===== src/uncore_pkg.sv =====
package uncore_pkg;

  // Widths
  localparam int ADDR_W   = 32;
  localparam int DATA_W   = 64;
  localparam int OFFSET_W = 20;
  localparam int DEV_W    = 4;
  localparam int TILE_W   = 4;

  // Field positions in a local address
  localparam int DEV_LSB  = OFFSET_W;
  localparam int TILE_LSB = OFFSET_W + DEV_W;

  // Address map
  localparam logic [ADDR_W-1:0] DRAM_BASE = 32'h8000_0000;

  localparam logic [DEV_W-1:0] CFG_DEV   = 4'd1;
  localparam logic [DEV_W-1:0] CLINT_DEV = 4'd2;

  localparam logic [OFFSET_W-1:0] CFG_FREEZE_OFS  = 20'h0_0000;
  localparam logic [OFFSET_W-1:0] CFG_CORE_ID_OFS = 20'h0_0008;

  localparam logic [OFFSET_W-1:0] CLINT_MSIP_OFS     = 20'h0_0000;
  localparam logic [OFFSET_W-1:0] CLINT_MTIMECMP_OFS = 20'h0_4000;
  localparam logic [OFFSET_W-1:0] CLINT_MTIME_OFS    = 20'h0_BFF8;

  // Requesters
  localparam int NUM_SRC = 2;
  localparam int SRC_CPU = 0;
  localparam int SRC_IO  = 1;

  typedef enum logic
  {
    MEM_RD = 1'b0,
    MEM_WR = 1'b1
  } mem_op_e;

  typedef enum logic [1:0]
  {
    DEST_CFG   = 2'd0,
    DEST_CLINT = 2'd1,
    DEST_MEM   = 2'd2,
    DEST_LOOP  = 2'd3
  } dest_e;

  // One command in flight, so the sequencer walks a single path per command
  typedef enum logic [2:0]
  {
    ST_IDLE      = 3'd0,
    ST_DEV_ISSUE = 3'd1,
    ST_DEV_WAIT  = 3'd2,
    ST_MEM_CMD   = 3'd3,
    ST_MEM_WAIT  = 3'd4,
    ST_RESP      = 3'd5
  } ctrl_state_e;

endpackage

===== src/dev_bus_if.sv =====
interface dev_bus_if;
  import uncore_pkg::*;

  // Command side, one-cycle pulse per command
  logic                cmd_v;
  logic                cmd_wr;
  logic [OFFSET_W-1:0] cmd_ofs;
  logic [DATA_W-1:0]   cmd_data;

  // Response side, one pulse on the cycle after cmd_v
  logic                resp_v;
  logic [DATA_W-1:0]   resp_data;

  modport ctrl
  (
    output cmd_v,
    output cmd_wr,
    output cmd_ofs,
    output cmd_data,
    input  resp_v,
    input  resp_data
  );

  modport dev
  (
    input  cmd_v,
    input  cmd_wr,
    input  cmd_ofs,
    input  cmd_data,
    output resp_v,
    output resp_data
  );
endinterface


===== src/uncore_top.sv =====
module uncore_top
(
  input  logic                          clk_i,
  input  logic                          rst_n_i,
  // cpu requester
  input  logic                          cpu_cmd_v_i,
  output logic                          cpu_cmd_ready_o,
  input  uncore_pkg::mem_op_e           cpu_cmd_op_i,
  input  logic [uncore_pkg::ADDR_W-1:0] cpu_cmd_addr_i,
  input  logic [uncore_pkg::DATA_W-1:0] cpu_cmd_data_i,
  output logic                          cpu_resp_v_o,
  input  logic                          cpu_resp_ready_i,
  output logic [uncore_pkg::DATA_W-1:0] cpu_resp_data_o,
  // io requester
  input  logic                          io_cmd_v_i,
  output logic                          io_cmd_ready_o,
  input  uncore_pkg::mem_op_e           io_cmd_op_i,
  input  logic [uncore_pkg::ADDR_W-1:0] io_cmd_addr_i,
  input  logic [uncore_pkg::DATA_W-1:0] io_cmd_data_i,
  output logic                          io_resp_v_o,
  input  logic                          io_resp_ready_i,
  output logic [uncore_pkg::DATA_W-1:0] io_resp_data_o,
  // External memory, also carries off-tile traffic
  output logic                          mem_cmd_v_o,
  input  logic                          mem_cmd_ready_i,
  output uncore_pkg::mem_op_e           mem_cmd_op_o,
  output logic [uncore_pkg::ADDR_W-1:0] mem_cmd_addr_o,
  output logic [uncore_pkg::DATA_W-1:0] mem_cmd_data_o,
  input  logic                          mem_resp_v_i,
  output logic                          mem_resp_ready_o,
  input  logic [uncore_pkg::DATA_W-1:0] mem_resp_data_i,
  output logic                          freeze_o,
  output logic                          timer_irq_o,
  output logic                          software_irq_o
);
  import uncore_pkg::*;

  logic [TILE_W-1:0] core_id;

  dev_bus_if cfg_bus ();
  dev_bus_if clint_bus ();

  uncore_ctrl u_ctrl
  (
    .clk_i            (clk_i),
    .rst_n_i          (rst_n_i),
    .cpu_cmd_v_i      (cpu_cmd_v_i),
    .cpu_cmd_ready_o  (cpu_cmd_ready_o),
    .cpu_cmd_op_i     (cpu_cmd_op_i),
    .cpu_cmd_addr_i   (cpu_cmd_addr_i),
    .cpu_cmd_data_i   (cpu_cmd_data_i),
    .cpu_resp_v_o     (cpu_resp_v_o),
    .cpu_resp_ready_i (cpu_resp_ready_i),
    .cpu_resp_data_o  (cpu_resp_data_o),
    .io_cmd_v_i       (io_cmd_v_i),
    .io_cmd_ready_o   (io_cmd_ready_o),
    .io_cmd_op_i      (io_cmd_op_i),
    .io_cmd_addr_i    (io_cmd_addr_i),
    .io_cmd_data_i    (io_cmd_data_i),
    .io_resp_v_o      (io_resp_v_o),
    .io_resp_ready_i  (io_resp_ready_i),
    .io_resp_data_o   (io_resp_data_o),
    .mem_cmd_v_o      (mem_cmd_v_o),
    .mem_cmd_ready_i  (mem_cmd_ready_i),
    .mem_cmd_op_o     (mem_cmd_op_o),
    .mem_cmd_addr_o   (mem_cmd_addr_o),
    .mem_cmd_data_o   (mem_cmd_data_o),
    .mem_resp_v_i     (mem_resp_v_i),
    .mem_resp_ready_o (mem_resp_ready_o),
    .mem_resp_data_i  (mem_resp_data_i),
    .core_id_i        (core_id),
    .cfg_bus          (cfg_bus.ctrl),
    .clint_bus        (clint_bus.ctrl)
  );

  cfg_regs u_cfg
  (
    .clk_i     (clk_i),
    .rst_n_i   (rst_n_i),
    .bus       (cfg_bus.dev),
    .freeze_o  (freeze_o),
    .core_id_o (core_id)
  );

  clint_slice u_clint
  (
    .clk_i          (clk_i),
    .rst_n_i        (rst_n_i),
    .bus            (clint_bus.dev),
    .timer_irq_o    (timer_irq_o),
    .software_irq_o (software_irq_o)
  );

endmodule


===== src/clint_slice.sv =====
module clint_slice
(
  input  logic   clk_i,
  input  logic   rst_n_i,
  dev_bus_if.dev bus,
  output logic   timer_irq_o,
  output logic   software_irq_o
);
  import uncore_pkg::*;

  logic [DATA_W-1:0] mtime_q, mtime_d;
  logic [DATA_W-1:0] mtimecmp_q, mtimecmp_d;
  logic              msip_q, msip_d;
  logic [DATA_W-1:0] rd_data;
  logic              wr;

  assign wr = bus.cmd_v && bus.cmd_wr;

  // Next state, a write to mtime replaces this cycle's increment
  always_comb
  begin
    mtime_d    = mtime_q + DATA_W'(1);
    mtimecmp_d = mtimecmp_q;
    msip_d     = msip_q;
    if (wr)
    begin
      case (bus.cmd_ofs)
        CLINT_MSIP_OFS:     msip_d     = bus.cmd_data[0];
        CLINT_MTIMECMP_OFS: mtimecmp_d = bus.cmd_data;
        CLINT_MTIME_OFS:    mtime_d    = bus.cmd_data;
        default:            msip_d     = msip_q;
      endcase
    end
  end

  always_comb
  begin
    case (bus.cmd_ofs)
      CLINT_MSIP_OFS:     rd_data = DATA_W'(msip_q);
      CLINT_MTIMECMP_OFS: rd_data = mtimecmp_q;
      CLINT_MTIME_OFS:    rd_data = mtime_q;
      default:            rd_data = '0;
    endcase
  end

  always_ff @(posedge clk_i)
  begin
    if (!rst_n_i)
    begin
      mtime_q     <= '0;
      mtimecmp_q  <= '1;
      msip_q      <= 1'b0;
      timer_irq_o <= 1'b0;
      bus.resp_v  <= 1'b0;
    end
    else
    begin
      mtime_q     <= mtime_d;
      mtimecmp_q  <= mtimecmp_d;
      msip_q      <= msip_d;
      // Compare on next-state values so the irq tracks a write after one cycle
      timer_irq_o <= (mtime_d >= mtimecmp_d);
      bus.resp_v  <= bus.cmd_v;
    end
  end

  always_ff @(posedge clk_i)
  begin
    if (bus.cmd_v)
      bus.resp_data <= bus.cmd_wr ? '0 : rd_data;
  end

  assign software_irq_o = msip_q;

  a_no_irq_in_reset: assert property (@(posedge clk_i)
    !rst_n_i |=> !timer_irq_o && !software_irq_o);

endmodule


===== src/cfg_regs.sv =====
module cfg_regs
(
  input  logic                          clk_i,
  input  logic                          rst_n_i,
  dev_bus_if.dev                        bus,
  output logic                          freeze_o,
  output logic [uncore_pkg::TILE_W-1:0] core_id_o
);
  import uncore_pkg::*;

  logic              freeze_q;
  logic [TILE_W-1:0] core_id_q;
  logic [DATA_W-1:0] rd_data;
  logic              wr;

  assign wr = bus.cmd_v && bus.cmd_wr;

  always_comb
  begin
    case (bus.cmd_ofs)
      CFG_FREEZE_OFS:  rd_data = DATA_W'(freeze_q);
      CFG_CORE_ID_OFS: rd_data = DATA_W'(core_id_q);
      default:         rd_data = '0;
    endcase
  end

  // Core comes up frozen until software releases it
  always_ff @(posedge clk_i)
  begin
    if (!rst_n_i)
    begin
      freeze_q  <= 1'b1;
      core_id_q <= '0;
      bus.resp_v <= 1'b0;
    end
    else
    begin
      bus.resp_v <= bus.cmd_v;
      if (wr && bus.cmd_ofs == CFG_FREEZE_OFS)
        freeze_q <= bus.cmd_data[0];
      if (wr && bus.cmd_ofs == CFG_CORE_ID_OFS)
        core_id_q <= bus.cmd_data[TILE_W-1:0];
    end
  end

  // Reads see the value held before this cycle's write
  always_ff @(posedge clk_i)
  begin
    if (bus.cmd_v)
      bus.resp_data <= bus.cmd_wr ? '0 : rd_data;
  end

  assign freeze_o  = freeze_q;
  assign core_id_o = core_id_q;

  a_resp_follows_cmd: assert property (@(posedge clk_i) disable iff (!rst_n_i)
    bus.resp_v == $past(bus.cmd_v));

endmodule


===== src/uncore_ctrl.sv =====
module uncore_ctrl
(
  input  logic                          clk_i,
  input  logic                          rst_n_i,
  input  logic                          cpu_cmd_v_i,
  output logic                          cpu_cmd_ready_o,
  input  uncore_pkg::mem_op_e           cpu_cmd_op_i,
  input  logic [uncore_pkg::ADDR_W-1:0] cpu_cmd_addr_i,
  input  logic [uncore_pkg::DATA_W-1:0] cpu_cmd_data_i,
  output logic                          cpu_resp_v_o,
  input  logic                          cpu_resp_ready_i,
  output logic [uncore_pkg::DATA_W-1:0] cpu_resp_data_o,
  input  logic                          io_cmd_v_i,
  output logic                          io_cmd_ready_o,
  input  uncore_pkg::mem_op_e           io_cmd_op_i,
  input  logic [uncore_pkg::ADDR_W-1:0] io_cmd_addr_i,
  input  logic [uncore_pkg::DATA_W-1:0] io_cmd_data_i,
  output logic                          io_resp_v_o,
  input  logic                          io_resp_ready_i,
  output logic [uncore_pkg::DATA_W-1:0] io_resp_data_o,
  output logic                          mem_cmd_v_o,
  input  logic                          mem_cmd_ready_i,
  output uncore_pkg::mem_op_e           mem_cmd_op_o,
  output logic [uncore_pkg::ADDR_W-1:0] mem_cmd_addr_o,
  output logic [uncore_pkg::DATA_W-1:0] mem_cmd_data_o,
  input  logic                          mem_resp_v_i,
  output logic                          mem_resp_ready_o,
  input  logic [uncore_pkg::DATA_W-1:0] mem_resp_data_i,
  input  logic [uncore_pkg::TILE_W-1:0] core_id_i,
  dev_bus_if.ctrl                       cfg_bus,
  dev_bus_if.ctrl                       clint_bus
);
  import uncore_pkg::*;

  ctrl_state_e        state_q, state_d;
  logic [NUM_SRC-1:0] req, gnt;
  logic               accept, rr_q, src_q, resp_v, resp_ready, dev_resp_v;
  mem_op_e            sel_op, op_q;
  logic [ADDR_W-1:0]  sel_addr, addr_q;
  logic [DATA_W-1:0]  sel_data, wdata_q, resp_data_q;
  dest_e              sel_dest, dest_q;

  function automatic dest_e decode(input logic [ADDR_W-1:0] addr,
                                   input logic [TILE_W-1:0] core_id);
    logic [DEV_W-1:0] dev;
    dev = addr[DEV_LSB +: DEV_W];
    if (addr >= DRAM_BASE || addr[TILE_LSB +: TILE_W] != core_id)
      decode = DEST_MEM;
    else if (dev == CFG_DEV)
      decode = DEST_CFG;
    else if (dev == CLINT_DEV)
      decode = DEST_CLINT;
    else
      decode = DEST_LOOP;
  endfunction

  // Round robin, rr_q set means io wins a tie
  assign req = {io_cmd_v_i, cpu_cmd_v_i};
  always_comb
  begin
    gnt = '0;
    if (state_q == ST_IDLE)
    begin
      if (req[SRC_CPU] && (!req[SRC_IO] || !rr_q))
        gnt[SRC_CPU] = 1'b1;
      else if (req[SRC_IO])
        gnt[SRC_IO] = 1'b1;
    end
  end
  assign accept          = |gnt;
  assign cpu_cmd_ready_o = gnt[SRC_CPU];
  assign io_cmd_ready_o  = gnt[SRC_IO];

  assign sel_op   = gnt[SRC_IO] ? io_cmd_op_i   : cpu_cmd_op_i;
  assign sel_addr = gnt[SRC_IO] ? io_cmd_addr_i : cpu_cmd_addr_i;
  assign sel_data = gnt[SRC_IO] ? io_cmd_data_i : cpu_cmd_data_i;
  assign sel_dest = decode(sel_addr, core_id_i);

  assign dev_resp_v = (dest_q == DEST_CFG) ? cfg_bus.resp_v : clint_bus.resp_v;
  assign resp_ready = src_q ? io_resp_ready_i : cpu_resp_ready_i;

  always_comb
  begin
    state_d = state_q;
    case (state_q)
      ST_IDLE:
        if (accept)
        begin
          case (sel_dest)
            DEST_CFG, DEST_CLINT: state_d = ST_DEV_ISSUE;
            DEST_MEM:             state_d = ST_MEM_CMD;
            default:              state_d = ST_RESP;
          endcase
        end
      ST_DEV_ISSUE: state_d = ST_DEV_WAIT;
      ST_DEV_WAIT:  state_d = dev_resp_v ? ST_RESP : ST_DEV_WAIT;
      ST_MEM_CMD:   state_d = mem_cmd_ready_i ? ST_MEM_WAIT : ST_MEM_CMD;
      ST_MEM_WAIT:  state_d = mem_resp_v_i ? ST_RESP : ST_MEM_WAIT;
      ST_RESP:      state_d = resp_ready ? ST_IDLE : ST_RESP;
      default:      state_d = ST_IDLE;
    endcase
  end

  always_ff @(posedge clk_i)
  begin
    if (!rst_n_i)
    begin
      state_q <= ST_IDLE;
      rr_q    <= 1'b0;
      src_q   <= 1'b0;
      dest_q  <= DEST_LOOP;
    end
    else
    begin
      state_q <= state_d;
      if (accept)
      begin
        rr_q   <= ~rr_q;
        src_q  <= gnt[SRC_IO];
        dest_q <= sel_dest;
      end
    end
  end

  always_ff @(posedge clk_i)
  begin
    if (accept)
    begin
      op_q    <= sel_op;
      addr_q  <= sel_addr;
      wdata_q <= sel_data;
    end
    // Loopback answers zero for reads and writes alike
    if (accept && sel_dest == DEST_LOOP)
      resp_data_q <= '0;
    else if (state_q == ST_DEV_WAIT && dev_resp_v)
      resp_data_q <= (dest_q == DEST_CFG) ? cfg_bus.resp_data : clint_bus.resp_data;
    else if (state_q == ST_MEM_WAIT && mem_resp_v_i)
      resp_data_q <= mem_resp_data_i;
  end

  assign cfg_bus.cmd_v    = (state_q == ST_DEV_ISSUE) && (dest_q == DEST_CFG);
  assign cfg_bus.cmd_wr   = (op_q == MEM_WR);
  assign cfg_bus.cmd_ofs  = addr_q[OFFSET_W-1:0];
  assign cfg_bus.cmd_data = wdata_q;

  assign clint_bus.cmd_v    = (state_q == ST_DEV_ISSUE) && (dest_q == DEST_CLINT);
  assign clint_bus.cmd_wr   = (op_q == MEM_WR);
  assign clint_bus.cmd_ofs  = addr_q[OFFSET_W-1:0];
  assign clint_bus.cmd_data = wdata_q;

  assign mem_cmd_v_o      = (state_q == ST_MEM_CMD);
  assign mem_cmd_op_o     = op_q;
  assign mem_cmd_addr_o   = addr_q;
  assign mem_cmd_data_o   = wdata_q;
  assign mem_resp_ready_o = (state_q == ST_MEM_WAIT);

  assign resp_v          = (state_q == ST_RESP);
  assign cpu_resp_v_o    = resp_v && !src_q;
  assign io_resp_v_o     = resp_v && src_q;
  assign cpu_resp_data_o = resp_data_q;
  assign io_resp_data_o  = resp_data_q;

  a_grant_onehot: assert property (@(posedge clk_i) disable iff (!rst_n_i)
    $onehot0({io_cmd_ready_o, cpu_cmd_ready_o}));
  a_cpu_resp_hold: assert property (@(posedge clk_i) disable iff (!rst_n_i)
    cpu_resp_v_o && !cpu_resp_ready_i |=> cpu_resp_v_o && $stable(cpu_resp_data_o));
  a_io_resp_hold: assert property (@(posedge clk_i) disable iff (!rst_n_i)
    io_resp_v_o && !io_resp_ready_i |=> io_resp_v_o && $stable(io_resp_data_o));
  a_mem_cmd_hold: assert property (@(posedge clk_i) disable iff (!rst_n_i)
    mem_cmd_v_o && !mem_cmd_ready_i |=> mem_cmd_v_o && $stable(mem_cmd_addr_o));

endmodule


===== config.mk =====
export PLATFORM = sky130hd
export DESIGN_NAME = uncore_top
export DESIGN_NICKNAME = d
export VERILOG_FILES = /design/src/uncore_pkg.sv /design/src/dev_bus_if.sv /design/src/uncore_top.sv /design/src/clint_slice.sv /design/src/cfg_regs.sv /design/src/uncore_ctrl.sv
export SDC_FILE = /design/constraint.sdc
export NUM_CORES = 1
export LEC_CHECK = 0
export BUFFER_PORTS_ARGS = -buffer_cell sky130_fd_sc_hd__buf_4
export CAP_MARGIN = 20
export CORE_AREA = 2 2 197 199
export DETAILED_ROUTE_END_ITERATION = 7
export DIE_AREA = 0 0 199 201
export GPL_ROUTABILITY_DRIVEN = 1
export PLACE_DENSITY = 0.76
export SYNTH_ARGS = -nofsm -noshare
export SYNTH_HDL_FRONTEND = slang
export SYNTH_SLANG_ARGS = --single-unit
export TNS_END_PERCENT = 50

===== constraint.sdc =====
create_clock -name clk_i -period 4.6 [get_ports clk_i]
set_input_delay 0.46 -clock clk_i [delete_from_list [all_inputs] [get_ports clk_i]]
set_output_delay 0.46 -clock clk_i [all_outputs]
set_load 0.1 [all_outputs]

* After elaboration in Yosys (flattened, before gate mapping)
Index checks and enable logic that the tools add are counted.
** Storage, ports and cells
- Word-level logic and storage cells :: 91
- Output and inout bits :: 234
- Flip-flop bits (word level) :: 433
** Cells by class
- Add/subtract/negate cells :: 1
- Reductions and logical operators :: 25
- Multiplexer cells :: 28
- Equality and inequality tests :: 16
- Bitwise logic cells :: 1
- $lt $le $gt $ge :: 2
** Operators by type and width (count)
- 64-bit 2-to-1 mux :: 8
- 64-bit one-hot mux with 3 select lines :: 1
- 64-bit by 1-bit adder with 64-bit output, second input constant :: 1
- 64-bit greater-or-equal comparator :: 1
- 32-bit greater-or-equal comparator, second input constant :: 1
- 32-bit 2-to-1 mux :: 1
- 20-bit by 15-bit == test with 1-bit output, second input constant :: 1
- 20-bit by 16-bit == test with 1-bit output, second input constant :: 1
- 20-bit by 4-bit == test with 1-bit output, second input constant :: 1
- 20-bit zero test :: 1
- 3-bit one-hot mux with 6 select lines :: 1
- 1-bit logical AND :: 12
- 3-bit 2-to-1 mux :: 4
- 2-bit 2-to-1 mux :: 4
- 4-bit one-hot mux with 2 select lines :: 1
- 1-bit 2-to-1 mux :: 7
- 3-bit by 2-bit == test with 1-bit output, second input constant :: 2
- 3-bit == test, second input constant :: 2
- 3-bit one-hot mux with 2 select lines :: 1
- 2-bit by 1-bit == test with 1-bit output, second input constant :: 2
- 2-bit == test, second input constant :: 2
- 4-bit by 1-bit == test with 1-bit output, second input constant :: 1
- 4-bit by 2-bit == test with 1-bit output, second input constant :: 1
- 2-bit zero test :: 2
- 10 further kinds :: 14

* Depth between registers and ports, before layout
- Word-level depth :: 15
- Gate-level depth with buffers :: 17
- Gate-level depth less buffers :: 14

* Cells and area by module
A second synthesis with hierarchy kept.
** Second synthesis, totals
- Cell total of the unflattened synthesis :: 2305
- Area, all modules :: 21575.7 sq um
** Modules (own cells, without submodules)
- clint_slice :: cells each 1106, sequential area each 4544.4 sq um, area each 10359.9 sq um, instances 1
- uncore_ctrl :: cells each 1093, sequential area each 4334.2 sq um, area each 10289.9 sq um, instances 1
- cfg_regs :: cells each 106, sequential area each 240.2 sq um, area each 925.9 sq um, instances 1

* Worst setup path before layout
No wires, ideal clock.
- Path kind :: reg2reg
- From :: reg u_ctrl.addr_q[17], in the netlist u_ctrl.mem_cmd_addr_o[17]
- To :: reg u_clint.timer_irq_o
- Setup slack :: 0.124 ns
- Cell stages (with the launch flop) :: 15
- Arrival time :: 4.346 ns
- Required time :: 4.470 ns
- Buffers on the path :: 2
- Clock period less this slack :: 4.476 ns
- Cells stage by stage :: edfxtp_1 -> or4_4 -> or4_4 -> nor4b_2 -> buf_4 -> nand2_4 -> buf_6 -> mux2i_1 -> ha_1 -> o21a_1 -> o21a_1 -> o311ai_0 -> o211ai_1 -> a2111oi_0 -> a21oi_1
** On the way
- Cells in the longest elaborated chain, start to end :: 4
- Elaborated cells on any way between the ends :: 7
- Classes of those cells :: order compare (1); eq/ne (2); mux (4)
** Ends and longest elaborated chain
- from (decl) :: line uncore_ctrl.sv:39 : logic [ADDR_W-1:0] sel_addr, addr_q;
- from (signal assigned) :: line uncore_ctrl.sv:130 : addr_q <= sel_addr;
- 20-bit by 16-bit == test with 1-bit output or 20-bit by 15-bit == test with 1-bit output (tied branches) :: line clint_slice.sv:27 : case (bus.cmd_ofs)
- 64-bit 2-to-1 mux :: line clint_slice.sv:27
- 64-bit 2-to-1 mux :: line clint_slice.sv:25 : if (wr)
- 64-bit greater-or-equal comparator * :: line clint_slice.sv:62 : timer_irq_o <= (mtime_d >= mtimecmp_d);
- to (signal assigned) :: line clint_slice.sv:62
- to (decl) :: line clint_slice.sv:6 : output logic timer_irq_o,
Mark *: on every way between the ends. The rest lies on a longest branch, timed or not.
A chain may end at the register's enable or synchronous reset.

* Final worst setup path
- From :: reg u_clint.mtime_q[0]
- To :: reg u_clint.timer_irq_o
** On the way
- Cells in the longest elaborated chain, start to end :: 4
** Ends and longest elaborated chain
- from (decl) :: line clint_slice.sv:11 : logic [DATA_W-1:0] mtime_q, mtime_d;
- from (signal assigned) :: line clint_slice.sv:58 : mtime_q <= mtime_d;
- 64-bit by 1-bit adder with 64-bit output * :: line clint_slice.sv:22 : mtime_d = mtime_q + DATA_W'(1);
- 64-bit 2-to-1 mux :: line clint_slice.sv:27
- 64-bit 2-to-1 mux * :: line clint_slice.sv:25
- named net u_clint.mtime_d[58] :: line clint_slice.sv:11
- 64-bit greater-or-equal comparator * :: line clint_slice.sv:62
The timed path passes the listed nets; every way through them passes the cells marked *.

==> results.yml <==
placement:
  post-place-ws_ps: 218.6
  hpwl_um: 41560
  place_congestion: 0.9403
  io_buffer_count: 499
  place_inst: 2954
  place_area_sq_mm: 0.02266
grt:
  grt.total_usage_pct: 27.27
  antenna_found_initial: 0
  grt_pass1_wl_um: 86110
  first_global_vias: 15630
  grt.overflow.total: 0
  grt_max_degree: 122
finish:
  diodes: 0
  final_util_pct: 63.08
  fin_cells: 3032
  drive_above_1_share_pct: 25.42
  fin_area_sq_mm: 0.02404
  multiInputGateArea_sq_mm: 0.008758
  nNetsFinal: 2813
  seqCellArea_sq_mm: 0.009119
  fillers: 3230
  area_growth_pct: 26.67
route:
  first_pass_iters: 6
  post_drt_via_cell_ratio: 5.537
  post_drt_wl_per_cell_um: 18.55
  drc: 0
  wl_um: 56240
  ant_nets: 0
  drtIter0Drc: 1102
  vias: 16790
setup_path:
  crit_path_max_fanout: 11
  crit_arrival_ps: 4760
  crit_start: "u_clint.mtime_q[0]"
  worstSetupStartpointType: "flip-flop"
  cp-endpoint: "u_clint.timer_irq_o"
  worstReg2RegEnd: "u_clint.timer_irq_o"
  criticalPathCategory: "flip-flop to flip-flop"
  rrSetupSlack_ps: 270
  cp-end-kind: "flip-flop"
  reg2regPathDepth: 15
  required_ps: 5030
  r2r-start: "u_clint.mtime_q[0]"
sta:
  fin_setup_tns_ps: 0
  worst-slew-pin-transition_ps: 1034
  period_minus_slack_ps: 4329
  whs_ps: 161.4
  fin_ws_ps: 270.8
  hold_viol_final: 0
  relSlewSlack_pct: 31.05
  period_share_pct: 94.11
  setup_violations: 0
  fmax_ghz: 0.2310
  slew_viol_final: 0
  finClkSkew_ps: 22.36
  rsz0062_at_grt: "false"
yosys:
  ys_seq_area_share_pct: 48.05
  syn_area_per_cell_sq_um: 9.042
  synth_edf_count: 165
  synth_warnings: 0
  synthFlopType: "dfxtp_1"
  ys_seq_elements: 373
  async_reset_ff_share_pct: 0
  synth_cell_types: 66
  synth.net_count: 2430
  synthCells: 2099
  syn_area_sq_mm: 0.01898
worst_hold_path:
  min_path_type: "input port to flip-flop"
  holdPathStages: 3
die:
  top_level_ports: 500
  die-width_um: 199
  die-area_sq_mm: 0.04000
  die_h_um: 201
  core_sq_mm: 0.03811
  rows: 72
  initial_core_util_pct: 49.80
clock_network:
  clkSlewWorstSetupHoldPaths_ps: 60
  cts_buffer_depth: 3
  insertion_delay_ps: 570
  h-tree-depth: 2
  root_buffer: "clkbuf_16"
  cts_buffers: 41
  cts_sinks: 373
  cts_tree: "done"
  postCtsHoldBufs: 0
status:
  status: "finished clean"
pwr:
  peakVddDrop_mv: 0.4631
  power.density_mw_per_mm2: 615.7
  p_total_mw: 14.80
  p_leak_nw: 10.22
run:
  drv_cap: 0
-- synth_stat cells (all sizes together), types with 7 or more instances --
| cell type | count | share of area (%) |
|---|---|---|
| nand2 | 470 | 9.3 |
| nor2 | 219 | 4.3 |
| dfxtp | 208 | 22 |
| edfxtp | 165 | 26 |
| clkbuf | 105 | 2.1 |
| buf | 95 | 3.5 |
| nand3 | 93 | 2.5 |
| a21oi | 76 | 2.0 |
| mux2i | 72 | 3.8 |
| a22oi | 65 | 2.6 |
| ha | 65 | 4.3 |
| a311oi | 61 | 2.8 |
| o21ai | 50 | 1.3 |
| xnor2 | 45 | 2.1 |
| nor3 | 41 | 1.2 |
| a211oi | 31 | 1.2 |
| inv | 27 | 0.53 |
| and2 | 26 | 0.86 |
| nor4 | 24 | 0.96 |
| nand4 | 23 | 0.76 |
| and3 | 14 | 0.46 |
| xor2 | 14 | 0.65 |
| or4 | 12 | 0.51 |
| o211ai | 9 | 0.36 |
| or3 | 9 | 0.30 |
| a221oi | 8 | 0.37 |
| mux2 | 8 | 0.49 |
| o21a | 7 | 0.28 |
-- critical path, stage by stage (launching register included) --
cell	delay [ps]
dfxtp_1	400
ha_1	220
nand3_1	140
or4_1	550
or3_1	480
buf_4	260
nor4_1	380
xor2_1	170
mux2_1	330
ha_1	310
nand2_1	60
o21ai_0	90
a21oi_1	160
o211ai_1	170
a2111oi_1	360
a21oi_1	110
-- flip-flops by register name, summed over array words and instances (netlist names) --
register and flops:
u_ctrl.cfg_bus.cmd_data 64, u_ctrl.dest_q 2, u_clint.mtime_q 64, u_ctrl.rr_q 1, u_clint.bus.resp_v 1, u_ctrl.mem_cmd_addr_o 32
u_clint.mtimecmp_q 64, u_cfg.freeze_o 1, u_clint.software_irq_o 1, u_ctrl.src_q 1, u_clint.bus.resp_data 64, u_cfg.bus.resp_v 1
u_ctrl.cfg_bus.cmd_wr 1, u_clint.timer_irq_o 1, u_ctrl.cpu_resp_data_o 64, u_cfg.bus.resp_data 4, u_ctrl.state_q 3, u_cfg.core_id_o 4
-- cell type report --
type,count,share of cell area (%)
timing repair buffer,540,17.05
clock inverter,21,0.7703
inverter,27,0.4372
sequential,373,37.93
clock buffer,54,4.679
tap,518,2.696
multi-input combinational,1499,36.43
-- worst min-delay path by stage --
stage,startpoint,endpoint
2_1_floorplan,u_cfg.core_id_o[0],u_cfg.core_id_o[0]
3_3_place_gp,u_cfg.core_id_o[0],u_cfg.core_id_o[0]
3_5_place_dp,u_cfg.core_id_o[2],u_cfg.core_id_o[2]
4_1_cts,io_cmd_data_i[33],u_ctrl.cfg_bus.cmd_data[33]
5_1_grt,io_cmd_data_i[50],u_ctrl.cfg_bus.cmd_data[50]
6_report,io_cmd_data_i[33],u_ctrl.cfg_bus.cmd_data[33]
-- layout by cell type, fill, tap and decap left out, types with 6 or more instances in the layout --
master / n
buf_4: 537
a21oi_1: 76
inv_1: 25
nor3_1: 35
edfxtp_1: 165
mux2_2: 6
clkinv_2: 8
a211oi_1: 31
o21a_1: 7
nor2_1: 218
and2_1: 24
nand2_1: 469
nand4_1: 23
mux2i_1: 72
o21ai_0: 49
xor2_1: 14
clkbuf_1: 8
nand3_1: 91
nor4_1: 19
and3_1: 14
or4_1: 10
a311oi_1: 61
a221oi_1: 8
ha_1: 65
xnor2_1: 45
o211ai_1: 9
clkbuf_16: 41
dfxtp_1: 208
nor3_2: 6
or3_1: 8
a22oi_1: 65
-- metal layers --
| metal | track usage [%] | vias up | wire, um |
|---|---|---|---|
| met3 | 4.335 | 89 | 4174 |
| li1 | - | 8177 | - |
| met2 | 43.39 | 682 | 25920 |
| met1 | 38.26 | 7839 | 24710 |
| met5 | 0 | - | 0 |
| met4 | 8.236 | 0 | 1439 |
-- what timing repair did --
| item | 4_1_cts | 5_1_grt |
|---|---|---|
| setup endpoints to repair | 0 | 1 |
| gates resized for setup | 0 | 2 |
| buffers inserted | 0 | 1 |
-- where the power goes --
part           internal, mW  leakage, nW  total (mW)  switching (mW)
registers              3.96         3.13        4.39           0.429
clock network          1.84        0.633        3.20            1.36
logic                  1.30         6.45        7.21            5.90
total                  7.11         10.2        14.8            7.69
-- cells by family after synthesis --
| kind of cell | count (synthesis) | share of synthesized area, % |
|---|---|---|
| buffers and inverters | 227 | 6.125 |
| muxes | 80 | 4.292 |
| and+or+nand+nor | 962 | 22.45 |
| adders and majority gates | 65 | 4.285 |
| DFF | 373 | 48.05 |
| xor gates and xnor gates | 59 | 2.723 |
| AOI/OAI and AO/OA | 333 | 12.08 |
No activity file was read; power rests on OpenSTA's default activity.
